[config.mk]
export PLATFORM = sky130hd
export DESIGN_NAME = dirty_bit_tracker
export DESIGN_NICKNAME = d
export VERILOG_FILES = /design/src/mips_mem_pkg.sv /design/src/dirty_bit_tracker.sv
export SDC_FILE = /design/constraint.sdc
export NUM_CORES = 1
export LEC_CHECK = 0
export BUFFER_PORTS_ARGS = -buffer_cell sky130_fd_sc_hd__buf_2
export CAP_MARGIN = 40
export CORE_MARGIN = 1
export CORE_UTILIZATION = 44
export DETAILED_ROUTE_END_ITERATION = 10
export PLACE_DENSITY = 0.6
export SLEW_MARGIN = 20
export SYNTH_ARGS = -nofsm -noshare
export SYNTH_HDL_FRONTEND = slang
export SYNTH_SLANG_ARGS = --single-unit
[constraint.sdc]
create_clock -name i_clock -period 4 [get_ports i_clock]
set_input_delay 1.2 -clock i_clock [delete_from_list [all_inputs] [get_ports i_clock]]
set_output_delay 1.2 -clock i_clock [all_outputs]
set_load 0.02 [all_outputs]
[src/mips_mem_pkg.sv]
`default_nettype none

package mips_mem_pkg;

   ////////////////////////////////////////
   // Memory geometry.
   ////////////////////////////////////////

   // Register and memory word width.
   localparam int DATA_WIDTH = 32;

   // Byte lanes per word.
   localparam int NUM_LANES = 4;
   localparam int LANE_WIDTH = DATA_WIDTH / NUM_LANES;
   localparam int HALF_WIDTH = DATA_WIDTH / 2;

   // Words in data memory.
   localparam int RAM_DEPTH = 256;
   localparam int WORD_ADDR_WIDTH = $clog2(RAM_DEPTH);

   // The low bits pick the byte inside a word.
   localparam int LSB_WIDTH = $clog2(NUM_LANES);
   localparam int ADDR_WIDTH = WORD_ADDR_WIDTH + LSB_WIDTH;

   // Destination register index.
   localparam int REG_ADDR_WIDTH = 5;

   ////////////////////////////////////////
   // Two views of one data word.
   ////////////////////////////////////////

   // Lane 0 holds bits 7:0, so byte offset 0 is the low byte.
   typedef union packed {
      logic [NUM_LANES-1:0][LANE_WIDTH-1:0] bytes;
      logic [1:0][HALF_WIDTH-1:0] halves;
   } mem_word_u;

endpackage

`default_nettype wire

[src/dirty_bit_tracker.sv]
`timescale 1ns/1ps
`default_nettype none

module dirty_bit_tracker (
   input wire logic i_clock,
   input wire logic i_soft_reset,
   input wire logic i_enable,
   input wire logic [mips_mem_pkg::WORD_ADDR_WIDTH-1:0] i_word_addr,
   input wire logic [mips_mem_pkg::NUM_LANES-1:0] i_lane_we,
   output logic o_bit_sucio
);

   // One written flag per memory word.
   logic [mips_mem_pkg::RAM_DEPTH-1:0] dirty;

   always_ff @(posedge i_clock) begin
      if (!i_soft_reset) begin
         dirty <= '0;
      end else if (i_enable && (i_lane_we != '0)) begin
         dirty[i_word_addr] <= 1'b1;
      end
   end

   // Same timing as the RAM read, so the flag is the one from before this write.
   always_ff @(posedge i_clock) begin
      if (!i_soft_reset) begin
         o_bit_sucio <= 1'b0;
      end else if (i_enable) begin
         o_bit_sucio <= dirty[i_word_addr];
      end
   end

endmodule

`default_nettype wire

Word-level counts from Yosys, hierarchy flattened
Cells that the tools add are included.
Storage, ports and cells
  input bits: 15
  logic and storage cells: 12
  bits in registers: 257
Operators by class
  $lt $le $gt $ge: 2
  reduce and logical (&&, ||, !) cells: 3
  muxes and demuxes: 4
  bitwise gates (word level): 1
Operators by type and width (count)
  bitwise OR 256 bit: 1
  < comparator 8 x 9 -> 1 bit (second input constant): 1
  binary-select mux 1 bit (select 8 bit): 1
  demux 1 bit (select 8 bit): 1
  >= comparator 8 x 1 -> 1 bit (second input constant): 1
  nonzero test 4 bit: 1
  logical AND 1 bit: 2
  two-way mux 1 bit: 2

Depth between registers and ports, before layout
Gate-level depths: netlist (run 1).
  depth after elaboration: 5
  mapped depth: 11

Worst setup path before layout (run 1)
OpenSTA, ideal clock, no wires.
  path kind: input to register
  start point: input port i_word_addr[1] (netlist bit)
  end point: register o_bit_sucio
  cell stages on the path: 8
  data arrival time: 3.221 ns
  data required time: 3.885 ns
  path buffers: 2
  slack: 0.665 ns
  setup time: 0.115 ns
  cells stage by stage: buf_2 buf_1 mux4_2 mux4_2 nand2_1 a21oi_1 or3_1 o21a_1
On the way
  word-level cells in the longest chain between the ends: 2
Ends and longest elaborated chain
  start: declaration: RTL line dirty_bit_tracker.sv:8  | input wire logic [mips_mem_pkg::WORD_ADDR_WIDTH-1:0] i_word_addr,
  binary-select mux 1 bit (select 8 bit): RTL line dirty_bit_tracker.sv:29  | o_bit_sucio <= dirty[i_word_addr];
  two-way mux 1 bit (implied by the code): RTL line dirty_bit_tracker.sv:29
  end signal: assignment: RTL line dirty_bit_tracker.sv:29
  end: declaration: RTL line dirty_bit_tracker.sv:10  | output logic o_bit_sucio
Every way passes these cells. The select of a mux whose other input is x is not followed.
A chain may end at the register's enable or synchronous reset.

Worst setup path after layout (run 1)
  start point: input port i_word_addr[0] (netlist bit)
  end point: register o_bit_sucio
The elaborated chain is that of the path after synthesis.

==> results of run 1 <==
power by group through the flow:
stage	combinational (W)	sequential, W	clock, W
floorplan	0.000203	0.00263	0
CTS	0.000306	0.00257	0.00285
global placement	0.000304	0.00263	0
detailed placement	0.000305	0.00263	0
global route	0.000325	0.00257	0.00298
finish	0.000307	0.00257	0.00281
flip-flops by register name, indices dropped and copies added (netlist names):
register	cells
o_bit_sucio	1
dirty	256
routing by layer:
metal | vias up | wire length (µm) | share of wire (%)
li1 | 3866 | - | -
met1 | 4114 | 13200 | 44
met2 | 267 | 13800 | 46
met3 | 61 | 2010 | 6.7
met4 | 2 | 840 | 2.8
met5 | - | 13 | 0.043
worst paths after layout:
| path | from | to | cells past startpoint |
|---|---|---|---|
| max | i_word_addr[0] | o_bit_sucio | 9 |
| min | dirty[78] | dirty[78] | 1 |
| max reg2reg | dirty[127] | o_bit_sucio | 7 |
| min reg2reg | dirty[78] | dirty[78] | 1 |
kinds of logic after synthesis:
logic type	synth area share (%)
simple gates	16.6
compound gates	18.1
flops	47.2
buf+inv	3.76
mux	14.3
metrics by stage:
step           setup slack (ns)  power (W)  instance area, µm²
2_1_floorplan             0.665    0.00283               10900
3_3_place_gp              0.215    0.00293               11400
3_5_place_dp              0.185    0.00293               11400
4_1_cts                   0.740    0.00573               12400
5_1_grt                   0.566    0.00587               12400
6_report                  0.731    0.00568               12400
placed cells by master, fill, tap and decap left out, types with 3 or more instances in the layout:
master	count
sky130_fd_sc_hd__mux2i_1	9
sky130_fd_sc_hd__clkbuf_1	5
sky130_fd_sc_hd__buf_4	36
sky130_fd_sc_hd__dfxtp_1	257
sky130_fd_sc_hd__nor2_1	201
sky130_fd_sc_hd__mux4_2	65
sky130_fd_sc_hd__nor3_1	11
sky130_fd_sc_hd__buf_12	6
sky130_fd_sc_hd__nand2_1	36
sky130_fd_sc_hd__clkinv_2	5
sky130_fd_sc_hd__a31oi_1	3
sky130_fd_sc_hd__a22oi_1	9
sky130_fd_sc_hd__nand2b_1	8
sky130_fd_sc_hd__o21a_1	176
sky130_fd_sc_hd__a21oi_1	84
sky130_fd_sc_hd__o21ai_1	3
sky130_fd_sc_hd__clkbuf_16	29
sky130_fd_sc_hd__nand3_1	23
sky130_fd_sc_hd__nand4_1	3
sky130_fd_sc_hd__bufinv_16	5
sky130_fd_sc_hd__clkbuf_8	6
sky130_fd_sc_hd__or3_1	4
sky130_fd_sc_hd__nor2b_1	94
sky130_fd_sc_hd__o22ai_1	4
sky130_fd_sc_hd__buf_2	14
worst reg2reg max path: stages, from the launching register on:
cell	delay (ns)
sky130_fd_sc_hd__dfxtp_1	0.32
sky130_fd_sc_hd__mux4_2	0.48
sky130_fd_sc_hd__a311oi_1	0.33
sky130_fd_sc_hd__nand3_1	0.11
sky130_fd_sc_hd__nand4_1	0.13
sky130_fd_sc_hd__nor3_1	0.11
sky130_fd_sc_hd__or3_1	0.35
sky130_fd_sc_hd__o21a_1	0.17
area by class of cell:
type                       count  area (µm²)  area share, %
clock buffer                  40         827           6.65
multi-input combinational    756        5370           43.1
inverter                       3        11.3         0.0905
timing repair buffer          58         487           3.91
clock inverter                12         199           1.60
sequential                   257        5140           41.3
tap                          324         405           3.26
==> summary.txt, run 1 <==
Final layout
  • Area growth from synthesis to layout: 14.2%
  • Fraction of final layout cells with drive strength greater than 1: 15.8%
  • Nets: 1119
  • Antenna cells: 0
  • Fin util: 51.2%
  • Layout Cells excl Fill: 1450
  • Number of inserted filler cells in the final layout: 2178

Global routing
  • Gr usage total: 23.9%
  • Largest net degree at the start of global routing: 102
  • GR Overflow Total: 0
  • Most utilized layer in the global route result: met2
  • M2 GR Usage: 38.3%
  • Global-route wire length before repair: 47100 µm
  • Via count of the first global-routing pass: 7978
  • Met1 track demand over resource in global routing: 32.9%
  • Met3 demand-to-capacity share in global routing: 4.12%
  • Number of antenna violations at the first check in global routing: 1

Power
  • Maximum vdd drop: 0.000327 V
  • Reported net switching power: 0.00125 W
  • Cell Int Power: 0.00443 W
  • Clock network fraction of design power: 49.4%
  • Power Dens Cells: 457 nW/µm²
  • Cell leakage power: 4.27 nW
  • Share of total power consumed by net switching: 22.1%
  • Relative contribution of sequential cells to total power: 45.2%
  • Part of the total power dissipated in combinational logic: 5.4%

Setup path
  • Number of buffer and inverter instances along the worst setup path: 2
  • Cell-by-cell trace of the critical path: buf_4 -> buf_4 -> mux2i_1 -> a22oi_1 -> a22oi_1 -> o2111ai_1 -> a21oi_1 -> nor4_1 -> o21a_1
  • Slowest-stage cell, CP: sky130_fd_sc_hd__buf_4
  • Worst setup SP type: primary input
  • Data required time at the worst endpoint: 4.48 ns
  • Endpoint arrival time on the critical path: 3.75 ns
  • Flop2flop setup slack: 1.89 ns
  • Delay of the slowest cell on the worst path: 0.53 ns
  • Largest delay contributor family on the critical path: buffers and inverters
  • Start-to-end type of the worst setup path: primary input to register
  • Sort of element at the end of the critical path: register
  • Critical Path Fanout Max: 35

STA
  • Fin crit share: 81.7%
  • RSZ-0062 raised after global routing: no
  • Worst slew margin relative to its limit: 47.0%
  • Final Skew: 0.00690 ns
  • Max-slew violation total from the final report: 0
  • Number of hold-slack violations in the final timing report: 0
  • Total negative slack for setup checks: 0 ns
  • Minimum clock period after layout: 3.27 ns
  • Setup violators final: 0
  • Worst hold slack: 0.459 ns
  • Maximum achievable frequency: 0.306 GHz
  • Worst-margin pin slew: 0.789 ns

Detailed routing
  • First DRT Iteration DRCs: 746
  • DRC errors left: 0
  • Wire length per cell: 20.6 µm
  • Via count of the routed design: 8310
  • Number of search-and-repair iterations in the first detailed-routing pass: 5
  • Final antenna-violating net count: 0
  • Average vias per placed instance: 5.73
  • Total detailed-routing wirelength: 29900 µm

Synth
  • Cell count after synthesis: 1108
  • Share of Yosys cell area claimed by the top area cell type: 47.2%
  • Post-synthesis cell area: 10900 µm²
  • Synthesized area per cell: 9.83 µm²
  • Asr flop ratio synth: 0%
  • Number of nets in the synthesized netlist: 1123
  • Seq cells post-synth: 257
  • Most used flip-flop cell after synthesis: sky130_fd_sc_hd__dfxtp_1
  • Top cell type by total area after synthesis: sky130_fd_sc_hd__dfxtp_1
  • Leading cell types by total area after synthesis: sky130_fd_sc_hd__dfxtp_1, sky130_fd_sc_hd__mux4_2, sky130_fd_sc_hd__o21a_1
  • Library cell with the highest instance count after synthesis: sky130_fd_sc_hd__dfxtp_1
  • Sequential fraction of the synthesis area: 47.2%
  • Count of unique library cells instantiated by Yosys: 40
  • Top cells by count, synth: sky130_fd_sc_hd__dfxtp_1, sky130_fd_sc_hd__nor2_1, sky130_fd_sc_hd__o21a_1, sky130_fd_sc_hd__nor2b_1, sky130_fd_sc_hd__a21oi_1
  • Synth warnings: 0
  • EDFF count, synth: 0

Die
  • Die Outline Area: 25400 µm²
  • Std cell rows: 57
  • Effective utilization at floorplan: 44.8%
  • Core area: 24300 µm²
  • Die span in y: 159 µm
  • Io pins: 16
  • Die extent in x: 159 µm

Clock tree
  • Total of cells resized after clock tree synthesis: 0
  • Hold buffer count at CTS: 0
  • Clock-pin slew reported for the worst setup and hold paths after clock tree synthesis: 0.06 ns
  • CTS tree: yes
  • Worst skew pair latency: 0.54 ns
  • Post-CTS Setup Repair Bufs: 0
  • Max Buffers Root-to-Sink: 3
  • Number of levels the H-tree was split into: 1
  • Number of sinks driven by the clock tree: 257
  • Num CTS Buffers: 28
  • Clock Root Buffer: sky130_fd_sc_hd__clkbuf_16

Hold path
  • Hold Crit Class: register to register

Status
  • Run status: finished, final reports clean

Placement
  • Post-DP HPWL: 19400 µm
  • Placed insts: 1398
  • Quantity of I/O buffers inserted on ports: 15
  • Routability-driven placement congestion ratio: 0.842

Flow run
  • MaxCap Viol Count: 0
No activity file was read; power rests on OpenSTA's default activity.
==> run 2, diff against run 1 <==
--- a/config.mk
+++ b/config.mk
@@ -5,6 +5,7 @@
 export SDC_FILE = /design/constraint.sdc
 export NUM_CORES = 1
 export LEC_CHECK = 0
+export ABC_AREA = 1
 export BUFFER_PORTS_ARGS = -buffer_cell sky130_fd_sc_hd__buf_2
 export CAP_MARGIN = 40
 export CORE_MARGIN = 1
==> constraint.sdc (replaced) <==
create_clock -name i_clock -period 3.3 [get_ports i_clock]
set_input_delay 0.99 -clock i_clock [delete_from_list [all_inputs] [get_ports i_clock]]
set_output_delay 0.99 -clock i_clock [all_outputs]
set_load 0.02 [all_outputs]
==> run 2 against run 1 <==
Against the previous run: critical path depth down 1; register-to-register slack got worse by 0.36 ns; core utilization is 0.097 points higher; largest power group unchanged; highest routed layer is now met4.
==> summary.txt, run 2 <==
Die
  • Die extent in x: 160 µm
  • Die Outline Area: 25500 µm²
  • Io pins: 16
  • Die span in y: 160 µm
  • Core area: 24400 µm²
  • Effective utilization at floorplan: 44.9%
  • Std cell rows: 57

Clock tree
  • Number of levels the H-tree was split into: 1
  • Total of cells resized after clock tree synthesis: 0
  • CTS tree: yes
  • Hold buffer count at CTS: 0
  • Clock Root Buffer: sky130_fd_sc_hd__clkbuf_16
  • Clock-pin slew reported for the worst setup and hold paths after clock tree synthesis: 0.06 ns
  • Max Buffers Root-to-Sink: 3
  • Post-CTS Setup Repair Bufs: 0
  • Num CTS Buffers: 28
  • Worst skew pair latency: 0.56 ns
  • Number of sinks driven by the clock tree: 257

Placement
  • Post-placement cell area: 11600 µm²
  • Routability-driven placement congestion ratio: 0.831
  • Post-DP HPWL: 20500 µm
  • Quantity of I/O buffers inserted on ports: 15

Detailed routing
  • Average vias per placed instance: 5.19
  • Wire length per cell: 16.7 µm
  • Via count of the routed design: 10200
  • Number of search-and-repair iterations in the first detailed-routing pass: 8
  • DRC errors left: 0
  • First DRT Iteration DRCs: 848
  • Final antenna-violating net count: 0
  • Total detailed-routing wirelength: 32900 µm

Synth
  • Top cells by count, synth: sky130_fd_sc_hd__nand2_1, sky130_fd_sc_hd__a21oi_1, sky130_fd_sc_hd__dfxtp_1, sky130_fd_sc_hd__nor2_1, sky130_fd_sc_hd__inv_1
  • Most used flip-flop cell after synthesis: sky130_fd_sc_hd__dfxtp_1
  • Library cell with the highest instance count after synthesis: sky130_fd_sc_hd__nand2_1
  • Proportion of synthesized area in mux cells: 0%
  • Adder and majority cell fraction of the synthesized area: 0%
  • Seq cells post-synth: 257
  • Synthesized area per cell: 6.76 µm²
  • Share of Yosys cell area claimed by the top area cell type: 47.0%
  • Asr flop ratio synth: 0%
  • Count of unique library cells instantiated by Yosys: 26
  • Number of nets in the synthesized netlist: 1636
  • Sequential fraction of the synthesis area: 47.0%
  • Top cell type by total area after synthesis: sky130_fd_sc_hd__dfxtp_1
  • XOR/XNOR share of the synthesized area: 0%
  • EDFF count, synth: 0
  • Post-synthesis cell area: 11000 µm²
  • Cell count after synthesis: 1621
  • Leading cell types by total area after synthesis: sky130_fd_sc_hd__dfxtp_1, sky130_fd_sc_hd__nand2_1, sky130_fd_sc_hd__a21oi_1
  • Compound-cell area share of the yosys netlist: 15.4%
  • Synth warnings: 0
  • Simple-gate portion of the synthesized area: 30.4%
  • Largest family of logic cells by synthesized area: simple AND/OR/NAND/NOR gates

Final layout
  • Leading cell types in the layout, fill and taps excluded: sky130_fd_sc_hd__nand2_1, sky130_fd_sc_hd__nor2_1, sky130_fd_sc_hd__a21oi_1, sky130_fd_sc_hd__dfxtp_1, sky130_fd_sc_hd__inv_1
  • Register area: 5140 µm²
  • Antenna cells: 0
  • Fraction of final layout cells with drive strength greater than 1: 9.34%
  • Area taken by multi-input logic gates: 5030 µm²
  • Number of inserted filler cells in the final layout: 2459
  • Largest Register: dirty
  • Number of flip-flops in the largest register: 256
  • Area growth from synthesis to layout: 14.1%
  • Most common library cell in the layout ignoring fill and taps: sky130_fd_sc_hd__nand2_1
  • Largest registers: dirty: 256 flops, o_bit_sucio: 1 flops
  • Nets: 1642
  • Fin area: 12500 µm²

Hold path
  • Hold Crit Class: register to register
  • Depth of the worst hold-timing path: 2
  • Critical hold path startpoint: dirty[60]

STA
  • Number of hold-slack violations in the final timing report: 0
  • Max-slew violation total from the final report: 0
  • RSZ-0062 raised after global routing: no
  • Final Skew: 0.0295 ns
  • Minimum clock period after layout: 2.46 ns
  • Worst-margin pin slew: 0.679 ns
  • Total negative slack for setup checks: 0 ns
  • Fin crit share: 74.4%
  • Setup violators final: 0
  • Maximum achievable frequency: 0.407 GHz
  • Worst slew margin relative to its limit: 54.5%

Flow run
  • MaxCap Viol Count: 0

Power
  • Cell leakage power: 5.05 nW
  • Power Dens Cells: 533 nW/µm²
  • Maximum vdd drop: 0.000414 V

Global routing
  • GR Overflow Total: 0
  • Gr usage total: 25.7%
  • Global-route wire length before repair: 52200 µm
  • Largest net degree at the start of global routing: 95
  • Via count of the first global-routing pass: 9402
  • Number of antenna violations at the first check in global routing: 0

Setup path
  • Endpoint arrival time on the critical path: 2.92 ns
  • Sort of element at the end of the critical path: register
  • Timing startpoint of the critical path: i_word_addr[0]
  • Launching point of the worst reg2reg path: dirty[234]
  • Start-to-end type of the worst setup path: primary input to register
  • Critical Path Fanout Max: 36
  • Cells on worst reg2reg path: 14
  • Worst setup SP type: primary input
  • Data required time at the worst endpoint: 3.76 ns

Status
  • Run status: finished, final reports clean
## run 2: changes by cell type in the layout (fill, tap and decap cells not counted), moves of 72 or more
cell	before	now
sky130_fd_sc_hd__nand2_1	36	533
sky130_fd_sc_hd__o21a_1	176	0
sky130_fd_sc_hd__a21oi_1	84	257
sky130_fd_sc_hd__nor2b_1	94	0
sky130_fd_sc_hd__inv_1	2	82
sky130_fd_sc_hd__o21ai_0	0	72
## run 2: kinds of logic after synthesis
logic type,after synthesis
simple gates,840
buf+inv,192
flops,257
compound gates,332
## run 2: through the flow
stage	hold slack, ns	cells	util [%]	worst slack [ns]	power [W]
3_5_place_dp	0.442	1921	47.4	0.332	0.00352
6_report	0.450	1973	51.3	0.843	0.00666
5_1_grt	0.468	1973	51.3	0.703	0.00683
4_1_cts	0.451	1973	51.3	0.879	0.00669
2_1_floorplan	0.431	1621	-	0.881	0.00338
3_3_place_gp	0.437	1921	47.4	0.324	0.00352
## run 2: area by class of cell
class                      count  share of cell area (%)
tap                          324                    3.24
inverter                      89                    2.71
timing repair buffer          79                    5.06
sequential                   257                    41.1
clock inverter                10                   0.841
multi-input combinational   1172                    40.2
clock buffer                  42                    6.75
## run 2: power by group
part	leakage (nW)	total (W)	switching [W]	internal (W)
clock network	0.467	0.00321	0.00129	0.00192
registers	2.07	0.00311	0.00000373	0.00311
logic	2.51	0.000341	0.000272	0.0000686
total	5.05	0.00666	0.00157	0.00509
## run 2: metal layers
layer  wire length (µm)  GRT usage, %  vias up
met5                  0             0        -
met4                973          8.66        0
met3               1830          2.75       62
met2              14500          40.8      293
met1              15500          36.3     4751
li1                   -             -     5133
## run 2: final timing paths
path            endpoint  slack (ns)
min reg2reg    dirty[60]        0.45
max            dirty[54]        0.84
max reg2reg  o_bit_sucio        1.53
min            dirty[60]        0.45
## run 2: worst max-delay path, stage by stage
cell and delay, ns:
sky130_fd_sc_hd__buf_4 0.17, sky130_fd_sc_hd__clkinv_1 0.08, sky130_fd_sc_hd__buf_12 0.22, sky130_fd_sc_hd__nand2_1 0.31
sky130_fd_sc_hd__nor3_2 0.64, sky130_fd_sc_hd__buf_4 0.28, sky130_fd_sc_hd__nand2_1 0.06, sky130_fd_sc_hd__a21oi_1 0.12
==> run 3, diff against run 2 <==
==> constraint.sdc (replaced) <==
create_clock -name i_clock -period 2.45 [get_ports i_clock]
set_input_delay 0.735 -clock i_clock [delete_from_list [all_inputs] [get_ports i_clock]]
set_output_delay 0.735 -clock i_clock [all_outputs]
set_load 0.02 [all_outputs]
==> run 3 against run 2 <==
Against the previous run: global-route usage down 0.37 points; clock power up 32%; largest power group unchanged; sequential power up 35%; critical path type unchanged; sequential cell count unchanged; first-iteration DRC count down 15%; combinational power up 52%; worst hold slack better by 0.0024 ns; sequential share of layout area down 1.3 points.
==> summary.txt, run 3 (synthesis results as in run 2) <==
Detailed routing
  • Wire length per cell: 16.2 µm
  • DRC errors left: 0
  • Average vias per placed instance: 5.09
  • First DRT Iteration DRCs: 721
  • Via count of the routed design: 10200
  • Number of search-and-repair iterations in the first detailed-routing pass: 5
  • Final antenna-violating net count: 0
  • Total detailed-routing wirelength: 32500 µm

Setup path
  • Start-to-end type of the worst setup path: primary input to register
  • Data required time at the worst endpoint: 2.94 ns
  • Slowest-stage cell, CP: sky130_fd_sc_hd__or2_2
  • Launching point of the worst reg2reg path: dirty[189]
  • Cells on worst reg2reg path: 14
  • Most prevalent standard cell on the critical path: sky130_fd_sc_hd__buf_4
  • Flop2flop setup slack: 0.88 ns
  • Delay of the slowest cell on the worst path: 0.35 ns
  • Last element of the critical path: dirty[77]
  • Cell-by-cell trace of the critical path: buf_2 -> inv_2 -> buf_12 -> nand2_2 -> buf_4 -> or2_2 -> nor2_2 -> buf_4 -> a21oi_1 -> nor2_1
  • Timing startpoint of the critical path: i_word_addr[1]
  • Endpoint of the worst register-to-register path: o_bit_sucio
  • Worst setup SP type: primary input
  • Critical Path Fanout Max: 22
  • Endpoint arrival time on the critical path: 2.54 ns
  • Sort of element at the end of the critical path: register

STA
  • Worst-margin pin slew: 0.469 ns
  • Minimum clock period after layout: 2.05 ns
  • Number of hold-slack violations in the final timing report: 0
  • RSZ-0062 raised after global routing: no
  • Setup violators final: 0
  • Total negative slack for setup checks: 0 ns
  • Final Skew: 0.0135 ns
  • Worst slew margin relative to its limit: 68.7%
  • Max-slew violation total from the final report: 0
  • Worst hold slack: 0.452 ns
  • Maximum achievable frequency: 0.487 GHz
  • Fin crit share: 83.8%

Global routing
  • Largest net degree at the start of global routing: 68
  • Gr usage total: 25.3%
  • Global-route wire length before repair: 51500 µm
  • Number of antenna violations at the first check in global routing: 0
  • Via count of the first global-routing pass: 9430
  • GR Overflow Total: 0

Placement
  • Routability-driven placement congestion ratio: 0.847
  • Post-placement cell area: 12000 µm²
  • Placed insts: 1953
  • Quantity of I/O buffers inserted on ports: 15
  • Post-DP HPWL: 20700 µm

Clock tree
  • Max Buffers Root-to-Sink: 3
  • Number of sinks driven by the clock tree: 257
  • Num CTS Buffers: 28
  • Hold buffer count at CTS: 0
  • Number of levels the H-tree was split into: 1
  • Total of cells resized after clock tree synthesis: 0
  • Clock Root Buffer: sky130_fd_sc_hd__clkbuf_16
  • Post-CTS Setup Repair Bufs: 0
  • CTS tree: yes
  • Worst skew pair latency: 0.55 ns
  • Clock-pin slew reported for the worst setup and hold paths after clock tree synthesis: 0.06 ns

Final layout
  • Layout Cells excl Fill: 2003
  • Number of flip-flops in the largest register: 256
  • Most common library cell in the layout ignoring fill and taps: sky130_fd_sc_hd__nand2_1
  • Antenna cells: 0
  • Largest Register: dirty
  • Area growth from synthesis to layout: 17.7%
  • Nets: 1675
  • Fraction of final layout cells with drive strength greater than 1: 10.9%
  • Largest registers: dirty: 256 flops, o_bit_sucio: 1 flops
  • Leading cell types in the layout, fill and taps excluded: sky130_fd_sc_hd__nand2_1, sky130_fd_sc_hd__nor2_1, sky130_fd_sc_hd__a21oi_1, sky130_fd_sc_hd__dfxtp_1, sky130_fd_sc_hd__inv_1
  • Fin area: 12900 µm²

Die
  • Core area: 24400 µm²
  • Std cell rows: 57
  • Io pins: 16
  • Die extent in x: 160 µm
  • Die Outline Area: 25500 µm²
  • Effective utilization at floorplan: 44.9%
  • Die span in y: 160 µm

Power
  • Power Dens Cells: 693 nW/µm²
  • Post-route total power: 0.00894 W
  • Maximum vdd drop: 0.000543 V
  • Cell leakage power: 5.24 nW

Status
  • Run status: finished, final reports clean

Hold path
  • Hold Crit Class: register to register

Flow run
  • MaxCap Viol Count: 0
run 3: cell count changes in the layout (fill, tap and decap cells not counted):
cell | before | now
sky130_fd_sc_hd__buf_12 | 6 | 20
sky130_fd_sc_hd__clkbuf_16 | 29 | 28
sky130_fd_sc_hd__clkinv_2 | 6 | 3
sky130_fd_sc_hd__buf_2 | 14 | 15
sky130_fd_sc_hd__clkinv_8 | 0 | 1
sky130_fd_sc_hd__buf_4 | 59 | 77
sky130_fd_sc_hd__clkbuf_1 | 6 | 7
sky130_fd_sc_hd__clkinvlp_4 | 2 | 1
run 3: final cells by class:
type,count,area (µm²)
Fill cell,2458,11500
Sequential cell,257,5140
Multi-Input combinational cell,1172,5030
Timing Repair Buffer,112,1050
Clock buffer,42,823
Tap cell,324,405
Inverter,89,339
Clock inverter,7,98.8
run 3: report_power, final:
| part | switching (W) | internal [W] | total (W) |
|---|---|---|---|
| Clock | 0.00171 | 0.00252 | 0.00423 |
| Combinational | 0.000374 | 0.000144 | 0.000518 |
| Sequential | 0.00000498 | 0.00419 | 0.00419 |
| Total | 0.00209 | 0.00685 | 0.00894 |
run 3: layer usage:
metal | up-vias | part of all wire, % | GRT usage [%]
li1 | 5189 | - | -
met1 | 4678 | 46 | 35.0
met2 | 275 | 45 | 41.1
met3 | 63 | 5.3 | 3.06
met4 | 0 | 2.8 | 8.18
met5 | - | 0 | 0
run 3: worst max-delay path, delay by kind of cell:
| family | cells | cell delay (ns) |
|---|---|---|
| compound gates | 1 | 0.08 |
| buf+inv | 5 | 0.97 |
| simple gates | 4 | 0.73 |
run 3: worst min-delay path by stage:
stage / from / end / slack (ns) / cells past startpoint
2_1_floorplan: dirty[0] / dirty[0] / 0.43 / 2
6_report: dirty[202] / dirty[202] / 0.45 / 2
4_1_cts: dirty[66] / dirty[66] / 0.45 / 2
3_3_place_gp: dirty[8] / dirty[8] / 0.44 / 2
3_5_place_dp: dirty[119] / dirty[119] / 0.44 / 2
5_1_grt: dirty[58] / dirty[58] / 0.46 / 2
run 3: per-stage QoR:
| stage | setup WS (ns) | util [%] |
|---|---|---|
| 5_1_grt | 0.309 | 52.9 |
| 2_1_floorplan | 0.286 | - |
| 6_report | 0.398 | 52.9 |
| 3_3_place_gp | -0.147 | 49.1 |
| 4_1_cts | 0.425 | 52.9 |
| 3_5_place_dp | -0.151 | 49.1 |
